## src/mulDivPkg.sv

```systemverilog
// fixed to the 32-bit MIPS word; the op and state encodings are shared by the whole design

package mulDivPkg;

    // ************************************************************************
    // word size
    // ************************************************************************

    // data word width of the execute stage
    localparam int WordWidth = 32;

    // operands, HI, LO and write data
    typedef logic [WordWidth-1:0] word_t;

    // ************************************************************************
    // operation codes
    // ************************************************************************

    // six ops accepted by the unit
    // MFHI/MFLO not needed, read ports always visible
    typedef enum logic [2:0] {
        OpMult  = 3'd0,
        OpMultu = 3'd1,
        OpDiv   = 3'd2,
        OpDivu  = 3'd3,
        OpMthi  = 3'd4,
        OpMtlo  = 3'd5
    } mdOp_t;

    // ************************************************************************
    // divider
    // ************************************************************************

    // restoring divider FSM
    typedef enum logic [1:0] {
        DivIdle = 2'd0,
        DivRun  = 2'd1,
        DivDone = 2'd2
    } divState_t;

    // one quotient bit per iteration
    localparam int DivSteps = 32;

endpackage
```

## src/hiLoWriteIf.sv

```systemverilog
// finish must not coincide with hiWr or loWr; finish wins in the sink if it ever does
`timescale 1ns/1ps

interface hiLoWriteIf;
    import mulDivPkg::*;

    // multiply or divide result, one-cycle pulse
    logic  finish;
    // result words, valid with finish
    word_t mdHi;
    word_t mdLo;

    // MTHI / MTLO strobes
    logic  hiWr;
    logic  loWr;
    // move data, srcA of the issuing op
    word_t wrData;

    // driven by the mul/div unit
    modport source (
        output finish, mdHi, mdLo,
        output hiWr, loWr, wrData
    );

    // read by the HI/LO registers
    modport sink (
        input finish, mdHi, mdLo,
        input hiWr, loWr, wrData
    );

endinterface

```

## src/hiLoRegs.sv

```systemverilog
// read ports forward this cycle's write combinationally, so hiRd/loRd sit on a comb path from the unit
`timescale 1ns/1ps

module hiLoRegs (
    input  logic              clk,
    input  logic              rst,
    hiLoWriteIf.sink          wr,
    output mulDivPkg::word_t  hiRd,
    output mulDivPkg::word_t  loRd
);
    import mulDivPkg::*;

    // architectural registers
    word_t hiReg;
    word_t loReg;

    // value headed into each register this cycle
    word_t hiNext;
    word_t loNext;

    // ************************************************************************
    // write priority: result, then move, then hold
    // ************************************************************************

    always_comb begin
        if (wr.finish) begin
            hiNext = wr.mdHi;
        end else if (wr.hiWr) begin
            hiNext = wr.wrData;
        end else begin
            hiNext = hiReg;
        end
    end

    always_comb begin
        if (wr.finish) begin
            loNext = wr.mdLo;
        end else if (wr.loWr) begin
            loNext = wr.wrData;
        end else begin
            loNext = loReg;
        end
    end

    // both zero out of reset
    always_ff @(posedge clk or negedge rst) begin
        if (!rst) begin
            hiReg <= '0;
            loReg <= '0;
        end else begin
            hiReg <= hiNext;
            loReg <= loNext;
        end
    end

    // forwarding read ports
    // a write in flight shows up before the edge, like a bypassed pipeline read
    assign hiRd = hiNext;
    assign loRd = loNext;

endmodule

```

## src/flat_wrapper.sv

```systemverilog
// flat-port wrapper written by rule: the top's interface ports become plain ports
module hiLoRegs_flat import mulDivPkg::*;
  (clk, rst, hiRd, loRd, wr_finish, wr_mdHi, wr_mdLo, wr_hiWr, wr_loWr, wr_wrData);
  hiLoWriteIf wr_i ();
  input  logic clk;
  input  logic rst;
  output mulDivPkg::word_t hiRd;
  output mulDivPkg::word_t loRd;
  input wire logic [$bits(wr_i.finish)-1:0] wr_finish;
  input wire logic [$bits(wr_i.mdHi)-1:0] wr_mdHi;
  input wire logic [$bits(wr_i.mdLo)-1:0] wr_mdLo;
  input wire logic [$bits(wr_i.hiWr)-1:0] wr_hiWr;
  input wire logic [$bits(wr_i.loWr)-1:0] wr_loWr;
  input wire logic [$bits(wr_i.wrData)-1:0] wr_wrData;
  assign wr_i.finish = wr_finish;
  assign wr_i.mdHi = wr_mdHi;
  assign wr_i.mdLo = wr_mdLo;
  assign wr_i.hiWr = wr_hiWr;
  assign wr_i.loWr = wr_loWr;
  assign wr_i.wrData = wr_wrData;
  hiLoRegs u_core (.clk(clk), .rst(rst), .wr(wr_i), .hiRd(hiRd), .loRd(loRd));
endmodule
```

## config.mk

```make
export PLATFORM = sky130hd
export DESIGN_NAME = hiLoRegs_flat
export DESIGN_NICKNAME = d
export VERILOG_FILES = /design/src/mulDivPkg.sv /design/src/hiLoWriteIf.sv /design/src/hiLoRegs.sv /design/src/flat_wrapper.sv
export SDC_FILE = /design/constraint.sdc
export NUM_CORES = 1
export LEC_CHECK = 0
export ABC_AREA = 1
export BUFFER_PORTS_ARGS = -buffer_cell sky130_fd_sc_hd__buf_2
export CAP_MARGIN = 10
export CORE_ASPECT_RATIO = 1.2
export CORE_MARGIN = 3
export CORE_UTILIZATION = 47
export DETAILED_ROUTE_END_ITERATION = 10
export GPL_TIMING_DRIVEN = 1
export HOLD_SLACK_MARGIN = 0.02
export PLACE_DENSITY_LB_ADDON = 0.2
export SLEW_MARGIN = 20
export SYNTH_ARGS = -nofsm -noshare
export SYNTH_HDL_FRONTEND = slang
export SYNTH_SLANG_ARGS = --single-unit
```

## constraint.sdc

```tcl
create_clock -name clk -period 1.1 [get_ports clk]
set_clock_uncertainty 0.15 [all_clocks]
set_input_delay 0.22 -clock clk [delete_from_list [all_inputs] [get_ports clk]]
set_output_delay 0.22 -clock clk [all_outputs]
set_load 0.03 [all_outputs]
```

# Word level (Yosys, flattened, before mapping)
# Index checks and enable logic that the tools add are counted.
# totals
regBits,64
input_bits,101
output_inout_bits,64
elab_cells,6
# classes
mux,4
# ops
op,count
32-bit two-way mux,4

# Logic depth before layout (Yosys ltp)
# Gate-level depths: netlist of the first run.
# logic_depth
depth_word,2
ltp_mapped,6
depth_no_buf,4

# Least setup slack after synthesis of the first run
# OpenSTA, ideal clock, no wires.
# synth_timing
path_kind,input to output
from,input port wr_loWr
to,output port loRd[10]
n_path_buf,2
path_stages,5
slack_ps,-138
arrival_time_ps,868
required_time_ps,730
path_cell_list,buf_4 -> buf_4 -> nand2_1 -> nand3_1 -> nand2_1
# synth_between
elab_chain_len,2
# synth_rtl
item,line_no,source
"start, declared",flat_wrapper.sv:13,input wire logic [$bits(wr_i.loWr)-1:0] wr_loWr;
32-bit two-way mux,hiLoRegs.sv:38,end else if (wr.loWr) begin
32-bit two-way mux,hiLoRegs.sv:36,if (wr.finish) begin
"end, declared",flat_wrapper.sv:8,output mulDivPkg::word_t loRd;
# Every way passes these cells.

# Worst setup path in the final report of the first run
# layout_timing
from,register u_core.loReg[21]
to,output port loRd[21]
# layout_between
elab_chain_len,2
# layout_rtl
item,line_no,source
"start, declared",hiLoRegs.sv:15,word_t loReg;
"start signal, assigned",hiLoRegs.sv:52,loReg <= loNext;
32-bit two-way mux,hiLoRegs.sv:38,
32-bit two-way mux,hiLoRegs.sv:36,
# Every way passes these cells.

==> impl_results.md, run 1 <==
- Met3 wire len: ~1200 um
- Synth area leader: dfrtp_1
- Crit path capture type: primary output
- Register area share after synthesis: a little under half
- Crit path DAT: 1200 ps
- Syn_area_per_cell: ~6.8 um2
- Cts bufs inserted: 9
- Clk root buf: clkbuf_8
- Post-layout worst setup margin: -471 ps
- Area contributors post-synth: dfrtp_1 (46%), nand2_1 (28%), inv_1 (10%), nand3_1 (9.2%), buf_4 (2.6%)
- Reg clk slew, reported paths: 70 ps
- CP Data Required Time: 730 ps
- Initial core utilization: between 40% and 50%
- DRC Markers: 0
- First-pass DRT Iterations: 5
- H-Tree Depth: 3
- Post-Layout Cell Count: between 800 and 900
- Avg WL per Cell: 17.8 um
- Share of layout cells above drive strength 1: 53.6%
- Outcome: finished, violations left
- Number of global-route vias before repair: about 4500
- Final Cycle Share: 143%
- GRT Util Overall: about 32%
- Max Root-Sink Buffers: 2
- Area share of the largest cell type after synthesis: 46.2%
- HPWL after DPL: slightly below 8000 um
- Post-layout nets: 827
- Max Used Layer: met4
- Die area: 0.00844 mm2
- Largest net degree at the start of global routing: 65
- WL met2: 7540 um
- # clock sinks: between 60 and 70
- # rows: 33
- CTS Hold Bufs: 1
- Area Growth Syn to Fin: 78.2%
- Critical path startpoint category: flip-flop
- Yosys warning count: 0
- RSZ-0062 raised after global routing: yes
- Unique cell type count in the Yosys netlist: 9
- Max Cap Violations: 0
- # diodes: 0
- Failing checks: negative hold slack, negative setup slack
- Syn Inst Count: between 500 and 600
- Wl on met1: 5010 um
- PD cells: approximately 1300 mW/mm2
- Hold Path Class: primary input to flip-flop
- Final Max Tran Viols: 0
- Placed insts: 767
- Crit path kind: flip-flop to primary output
- Post-synth net total: 611
- Setup Viol. Count Final: between 70 and 80
- Ports: 165
- Relative slew slack: 76.0%
- Multi-input gate area: 0.00192 mm2
- Crit Path Max Fanout: 2
- RD Place Congestion: between 0.9 and 1
- Chip Width: 84.4 um
- Total congestion overflow: 0
- Drt initial violations: 258
- Post-Syn Area: 0.00347 mm2
- CTS tree: built
- Worst Tran Pin Value: 360 ps
- Initial antenna violation count: 0
- Worst-skew pair later-pin latency: 350 ps
- Overall routed net length: 14600 um
- TNS Setup: -25270 ps
- Register area: between 0.0015 and 0.002 mm2
- First-pass GRT wire length: 21500 um
- # fillers: 331
- Core ar.: 0.00698 mm2
- Final Util: 88.5%
- Final Hold Vio Count: 20
- DR vias: 4246
- Tmin final: 1570 ps
- Die extent in y: 100 um
- Leakage power: 3.56 nW
- Buffers added on ports: 164
- Routed Antenna Nets: 0
- Hold Worst Slack: -42.7 ps
- Pwr Total: 7.78 mW
- Vias per std cell: roughly 5.2
- FMAX: 637 MHz
- Max VDD drop: 0.000800 V
- Synth Register Bits: 64
-- per-layer routing --
layer / up-vias / global-route usage, %
met1: 2001 / 37.4
met5: - / 0
met2: 263 / 56.1
met4: 0 / 17.3
li1: 1910 / -
met3: 72 / 7.22
-- cells by family (layout without fill, tap and decap cells) --
family	count (synthesis)	in the layout	share of synthesized area, %
simple gates	320	320	37.0
flops	64	64	46.2
buf+inv	126	346	16.8
-- worst max-delay path, stage by stage, from the launching register on --
cell	delay [ps]
dfrtp_1	380
inv_1	60
nand2_1	90
nand3_2	130
nand2_4	60
buf_6	130
-- state kept, by name, indices dropped and copies added (netlist names) --
name,count
u_core.hiReg,32
u_core.loReg,32
-- synth_stat cells, drive strengths merged --
library cell,count
nand2,256
inv,99
buf,27
dfrtp,64
nand3,64
-- cells in the final DEF, fill, tap and decap left out, drive strengths merged --
| cell | n |
|---|---|
| inv | 99 |
| bufinv | 2 |
| clkinv | 1 |
| buf | 231 |
| nand2 | 256 |
| nand3 | 64 |
| dlygate4sd3 | 1 |
| dfrtp | 64 |
| clkbuf | 12 |
-- area by class of cell --
class,count,share of cell area (%)
timing repair buffer,232,31.6
multi-input combinational,320,31.1
sequential,64,25.9
inverter,99,6.06
clock buffer,12,2.51
tap,87,1.76
clock inverter,3,1.05
-- metrics by stage --
| step | cell area [um2] | setup slack, ps |
|---|---|---|
| floorplan | 3970 | -48.1 |
| global route | 6180 | -497 |
| global placement | 5020 | -361 |
| detailed placement | 5020 | -384 |
| CTS | 5990 | -422 |
| finish | 6180 | -471 |
-- worst paths after layout --
path / from / endpoint / slack [ps] / cells after the start
min reg2reg: u_core.hiReg[5] / u_core.hiReg[5] / 440 / 4
max: u_core.loReg[21] / loRd[21] / -470 / 5
max reg2reg: u_core.loReg[12] / u_core.loReg[12] / -180 / 7
max in group asynchronous: rst / u_core.loReg[18] / 190 / 3
min in group asynchronous: rst / u_core.hiReg[27] / 320 / 3
min: wr_mdHi[11] / u_core.hiReg[11] / -40 / 3
-- what timing repair did --
item	CTS	global route
hold endpoints to repair	94	23
pin swaps	79	48
setup buffers	29	19
resized for setup	156	55
setup endpoints to repair	64	79
-- power by group --
| group | internal [mW] | switching, mW | leakage [nW] |
|---|---|---|---|
| combinational | 1.21 | 1.59 | 2.69 |
| clock | 1.39 | 0.942 | 0.112 |
| sequential | 2.57 | 0.0769 | 0.760 |
No activity file was read; power rests on OpenSTA's default activity.
==> run 2: changes to the inputs <==
--- a/config.mk
+++ b/config.mk
@@ -8,12 +8,14 @@
 export ABC_AREA = 1
 export BUFFER_PORTS_ARGS = -buffer_cell sky130_fd_sc_hd__buf_2
 export CAP_MARGIN = 10
+export CELL_PAD_IN_SITES_DETAIL_PLACEMENT = 0
+export CELL_PAD_IN_SITES_GLOBAL_PLACEMENT = 1
 export CORE_ASPECT_RATIO = 1.2
 export CORE_MARGIN = 3
-export CORE_UTILIZATION = 47
+export CORE_UTILIZATION = 31
 export DETAILED_ROUTE_END_ITERATION = 10
 export GPL_TIMING_DRIVEN = 1
-export HOLD_SLACK_MARGIN = 0.02
+export HOLD_SLACK_MARGIN = 0.1
 export PLACE_DENSITY_LB_ADDON = 0.2
 export SLEW_MARGIN = 20
 export SYNTH_ARGS = -nofsm -noshare
==> run 2 against run 1 <==
The flow still finishes with violations (negative hold slack, negative setup slack); sequential power about the same; clock-buffer cell count up 1; critical path depth unchanged; first-iteration DRC count fell by 51%; die area grew 48%; sequential share of layout area down 1.0 points; via count shrank 9.4%; clock power rose by 24%; routed wire length shrank 16%; hold slack gained 21 ps; utilization shrank 28 points; critical endpoint is now loRd[9]; highest routed layer unchanged.
==> impl_results.md, run 2 (synthesized netlist as in run 1, its figures left out) <==
- Outcome: finished, violations left
- Failing checks: negative hold slack, negative setup slack
- Critical path startpoint category: flip-flop
- Die extent in y: 122 um
- CTS tree: built
- Post-layout nets: 837
- # clock sinks: 64
- Worst Setup SP: u_core.loReg[9]
- Avg WL per Cell: ~14 um
- Leakage power: 3.68 nW
- Worst R2R Path Depth: 7
- RR Endpoint: u_core.loReg[17]
- Most common cell after layout, fill and taps aside: nand2_1
- Multi-input gate area: 0.00192 mm2
- H-Tree Depth: 3
- DRC Markers: 0
- Area Growth Syn to Fin: 85.7%
- Max Cap Violations: 0
- CP Data Required Time: 730 ps
- Worst Tran Pin Value: 364 ps
- Dpl cell area: 0.00511 mm2
- FMAX: around 700 MHz
- Number of global-route vias before repair: a little over 4000
- Critical path endpoint: loRd[9]
- GRT Util Overall: 20.0%
- Max Root-Sink Buffers: 2
- Vias per std cell: 4.42
- Die area: approximately 0.012 mm2
- Final Hold Vio Count: 13
- Overall routed net length: 12200 um
- Final Max Tran Viols: 0
- CTS Hold Bufs: 1
- First-pass GRT wire length: 19300 um
- Min-Delay Path Depth: 3
- Crit path kind: flip-flop to primary output
- Clk root buf: clkbuf_16
- # fillers: 973
- Drt initial violations: between 100 and 150
- Cts bufs inserted: 9
- HPWL after DPL: slightly above 8000 um
- Core ar.: 0.0107 mm2
- Crit path capture type: primary output
- Worst r2r src: u_core.loReg[17]
- PD cells: 1290 mW/mm2
- Relative slew slack: 75.7%
- Routed Antenna Nets: 0
- RD Place Congestion: 0.830
- Crit Path Max Fanout: 2
- Hold Path Class: primary input to flip-flop
- DR vias: between 3000 and 4000
- Initial antenna violation count: 0
- Setup WS pre-CTS: -390 ps
- Register area: between 0.0015 and 0.002 mm2
- Max VDD drop: roughly 0.00063 V
- # diodes: 0
- Buffers added on ports: roughly 160
- Hold Worst Slack: -21.6 ps
- Pwr Total: 8.28 mW
- Reg clk slew, reported paths: 50 ps
- Crit path DAT: 1090 ps
- Total congestion overflow: 0
- Largest net degree at the start of global routing: 65
- # rows: 41
- Ports: 165
- Final Instance Area: 0.00644 mm2
- Most frequent cells in the layout: nand2_1 (187), buf_2 (100), buf_6 (100), inv_1 (93), dfrtp_1 (64)
- Post-layout worst setup margin: -363 ps
- TNS Setup: -21550 ps
- Final Util: 60.0%
- Setup Viol. Count Final: between 60 and 70
- Share of layout cells above drive strength 1: 52.8%
- Initial core utilization: 32.3%
- Chip Width: 103 um
- Tmin final: 1460 ps
- First-pass DRT Iterations: 4
- Largest registers: u_core.hiReg: 32 flops, u_core.loReg: 32 flops
- FF-to-FF setup slack: -100 ps
- Worst-skew pair later-pin latency: 330 ps
- RSZ-0062 raised after global routing: yes
- Final Cycle Share: 133%
-- run 2: changes by cell type in the layout (fill, tap and decap cells not counted), sizes merged --
cell	previous run	this run
buf	231	241
bufinv	2	1
clkbuf	12	13
clkinv	1	2
-- run 2: final cells by class --
| cell class | count | area share [%] |
|---|---|---|
| clock buffers | 13 | 4.04 |
| clock inverters | 3 | 0.622 |
| inverters | 99 | 5.93 |
| multi-input cells | 320 | 29.8 |
| flip-flops and latches | 64 | 24.9 |
| well taps | 129 | 2.51 |
| repair buffers | 242 | 32.2 |
-- run 2: critical path, cell delays in order (launching register included) --
cell and delay (ps):
dfrtp_1 380, inv_2 60, nand2_2 50, nand3_2 100
nand2_4 60, buf_6 130
-- run 2: what timing repair did --
item / in CTS / in global routing
gates resized for setup: 159 / 51
pin swaps: 63 / 47
endpoints found under the hold margin: 103 / 30
buffers inserted: 38 / 16
gates cloned: 2 / 0
endpoints found under the setup margin: 64 / 85
-- run 2: metrics by stage --
step / hold slack (ps) / std cells
floorplan: -226 / 510
global placement: 120 / 818
detailed placement: 117 / 818
CTS: -40.7 / 875
global route: -16.4 / 870
finish: -21.6 / 870
-- run 2: worst min-delay path by stage --
stage                start          endpoint  slack (ps)
2_1_floorplan          rst   u_core.hiReg[0]        -230
3_3_place_gp           rst  u_core.hiReg[27]         120
3_5_place_dp           rst  u_core.hiReg[24]         120
4_1_cts         wr_mdHi[4]   u_core.hiReg[4]         -40
5_1_grt         wr_mdHi[7]   u_core.hiReg[7]         -20
6_report       wr_mdHi[18]  u_core.hiReg[18]         -20
-- run 2: report_power, final --
part | switching, mW | internal (mW) | total, mW
Clock | 1.01 | 1.87 | 2.88
Combinational | 1.51 | 1.27 | 2.77
Sequential | 0.0581 | 2.57 | 2.63
Total | 2.57 | 5.71 | 8.28
-- run 2: per-layer routing --
layer / global-route usage (%) / routed length, um
met1: 25.8 / 5280
met2: 33.1 / 6030
met3: 4.35 / 724
met4: 6.23 / 134
met5: 0 / 0
==> run 3: changes to the inputs <==
--- a/config.mk
+++ b/config.mk
@@ -16,7 +16,7 @@
 export DETAILED_ROUTE_END_ITERATION = 10
 export GPL_TIMING_DRIVEN = 1
 export HOLD_SLACK_MARGIN = 0.1
-export PLACE_DENSITY_LB_ADDON = 0.2
+export PLACE_DENSITY_LB_ADDON = 0.1
 export SLEW_MARGIN = 20
 export SYNTH_ARGS = -nofsm -noshare
 export SYNTH_HDL_FRONTEND = slang
==> run 3 against run 2 <==
The run still ends with negative hold slack, negative setup slack left; sequential power is essentially flat; non-clock buffer count shrank 14; register-to-register slack gained 40 ps; design area shrank 3.2%; critical path depth is the same; fmax grew 0.44%; global-route usage shrank 0.46 points; hold slack lost 4.4 ps; via count shrank 2.1%; sequential cell count is the same; cell count shrank 1.6%; combinational power shrank 6%; critical endpoint is now hiRd[14].
==> impl_results.md, run 3 (synthesized netlist as in run 1, its figures left out) <==
- H-Tree Depth: 3
- Crit path capture type: primary output
- CTS Hold Bufs: 1
- GRT Util Overall: 19.5%
- Hold Worst Slack: -26.0 ps
- Share of layout cells above drive strength 1: 50.3%
- Sequential Power Share: 31.1%
- FMAX: 687 MHz
- Pwr Total: 8.45 mW
- Worst Tran Pin Value: about 360 ps
- Crit path DAT: 1090 ps
- Relative slew slack: 75.7%
- Post-layout worst setup margin: -356 ps
- Crit path kind: flip-flop to primary output
- Multi-input gate area: 0.00186 mm2
- CTS tree: built
- Leakage power: ~3.6 nW
- Internal power: 5.90 mW
- Setup WS pre-CTS: -379 ps
- Number of global-route vias before repair: 3892
- HP Start: wr_mdHi[4]
- First-pass DRT Iterations: 4
- Largest net degree at the start of global routing: between 60 and 70
- Worst Setup SP: u_core.hiReg[14]
- Psw: 2.55 mW
- Area Growth Syn to Fin: 79.7%
- Final Util: just under 60%
- Max Root-Sink Buffers: 2
- PD cells: 1360 mW/mm2
- Slowest CP cell: dfrtp_1
- Core ar.: 0.0107 mm2
- Buffers added on ports: 164
- Most frequent cells in the layout: nand2_1 (186), buf_2 (100), inv_1 (94), buf_6 (84), dfrtp_1 (64)
- Max VDD drop: about 0.0006 V
- Post-Layout Cell Count: 856
- CP Data Required Time: 730 ps
- Die extent in y: 122 um
- Drt initial violations: between 70 and 80
- Vias per std cell: 4.40
- # fillers: 998
- Most common cell after layout, fill and taps aside: nand2_1
- Initial antenna violation count: 0
- RSZ-0062 raised after global routing: yes
- Tmin final: 1460 ps
- Clk root buf: clkbuf_16
- # clock sinks: 64
- Reg clk slew, reported paths: 50 ps
- Largest registers: u_core.hiReg: 32 flops, u_core.loReg: 32 flops
- Critical path startpoint category: flip-flop
- Crit Path Max Fanout: 2
- HPWL after DPL: 8340 um
- Avg WL per Cell: 13.7 um
- Outcome: finished, violations left
- Setup Viol. Count Final: between 60 and 70
- First-pass GRT wire length: 18700 um
- Overall routed net length: approximately 12000 um
- Max Cap Violations: 0
- Initial core utilization: 32.3%
- Routed Antenna Nets: 0
- Placed insts: 814
- Sw Ratio: 30.1%
- Comb power frac: 30.9%
- Final Max Tran Viols: 0
- Failing checks: negative hold slack, negative setup slack
- DRC Markers: 0
- Total congestion overflow: 0
- CP cell instances: inv_1 -> nand2_1 -> nand3_1 -> nand2_2 -> buf_6
- Final Hold Vio Count: 15
- Chip Width: between 100 and 150 um
- # diodes: 0
- CP max stage delay: 360 ps
- Hold Path Class: primary input to flip-flop
- RD Place Congestion: about 0.85
- Post-layout nets: 823
- DR vias: between 3000 and 4000
- Clk pwr share: 38.0%
- Die area: 0.0125 mm2
- Final Cycle Share: 132%
- Worst-skew pair later-pin latency: 330 ps
- Register area: 0.00160 mm2
- Cts bufs inserted: 9
- # rows: just over 40
- Ports: 165
- Worst r2r src: u_core.hiReg[22]
==> run 3: final timing paths <==
| kind | cells past startpoint | end | slack (ps) |
|---|---|---|---|
| max in group asynchronous | 3 | u_core.loReg[18] | 200 |
| max reg2reg | 7 | u_core.hiReg[22] | -60 |
| min in group asynchronous | 3 | u_core.hiReg[21] | 290 |
| min | 3 | u_core.hiReg[4] | -30 |
| max | 5 | hiRd[14] | -360 |
| min reg2reg | 4 | u_core.hiReg[6] | 430 |
==> run 3: final cells by class <==
type	count	share of cell area, %
flip-flops and latches	64	25.7
well taps	129	2.59
repair buffers	228	30.4
multi-input cells	320	29.8
clock inverters	4	1.21
inverters	99	6.01
clock buffers	12	4.28
==> run 3: worst max-delay path: cells and delay by family (launching register included) <==
| kind | cells | cell delay (ps) |
|---|---|---|
| flops | 1 | 360 |
| simple gates | 3 | 210 |
| buf+inv | 2 | 190 |
==> run 3: per-stage QoR <==
step / TNS, ps / instance area (um2)
final: -20820 / 6230
after global placement: -24090 / 5110
after global routing: -25210 / 6230
after CTS: -21740 / 6070
after floorplan: -2160 / 3970
after detailed placement: -24960 / 5110
==> run 3: power groups by stage <==
stage,Sequential [mW],Clock (mW),Combinational [mW]
floorplan,2.65,0,1.36
global placement,2.66,0,2.09
detailed placement,2.67,0,2.10
CTS,2.63,3.30,2.55
global route,2.64,3.43,2.83
finish,2.63,3.21,2.61
==> run 3: what timing repair did <==
item | 4_1_cts | 5_1_grt
setup buffers | 24 | 9
pin swaps | 51 | 27
gates cloned | 0 | 0
setup endpoints to repair | 64 | 77
resized for setup | 135 | 39
hold endpoints to repair | 110 | 45
==> run 3: layer usage <==
| metal | vias to the layer above | routed length, um | global-route usage (%) | share of wire (%) |
|---|---|---|---|---|
| met2 | 117 | 5780 | 32.0 | 49 |
| met4 | 0 | 232 | 7.63 | 2.0 |
| met3 | 18 | 701 | 5.04 | 6.0 |
| met1 | 1726 | 5040 | 24.3 | 43 |
| li1 | 1904 | - | - | - |
| met5 | - | 0 | 0 | 0 |
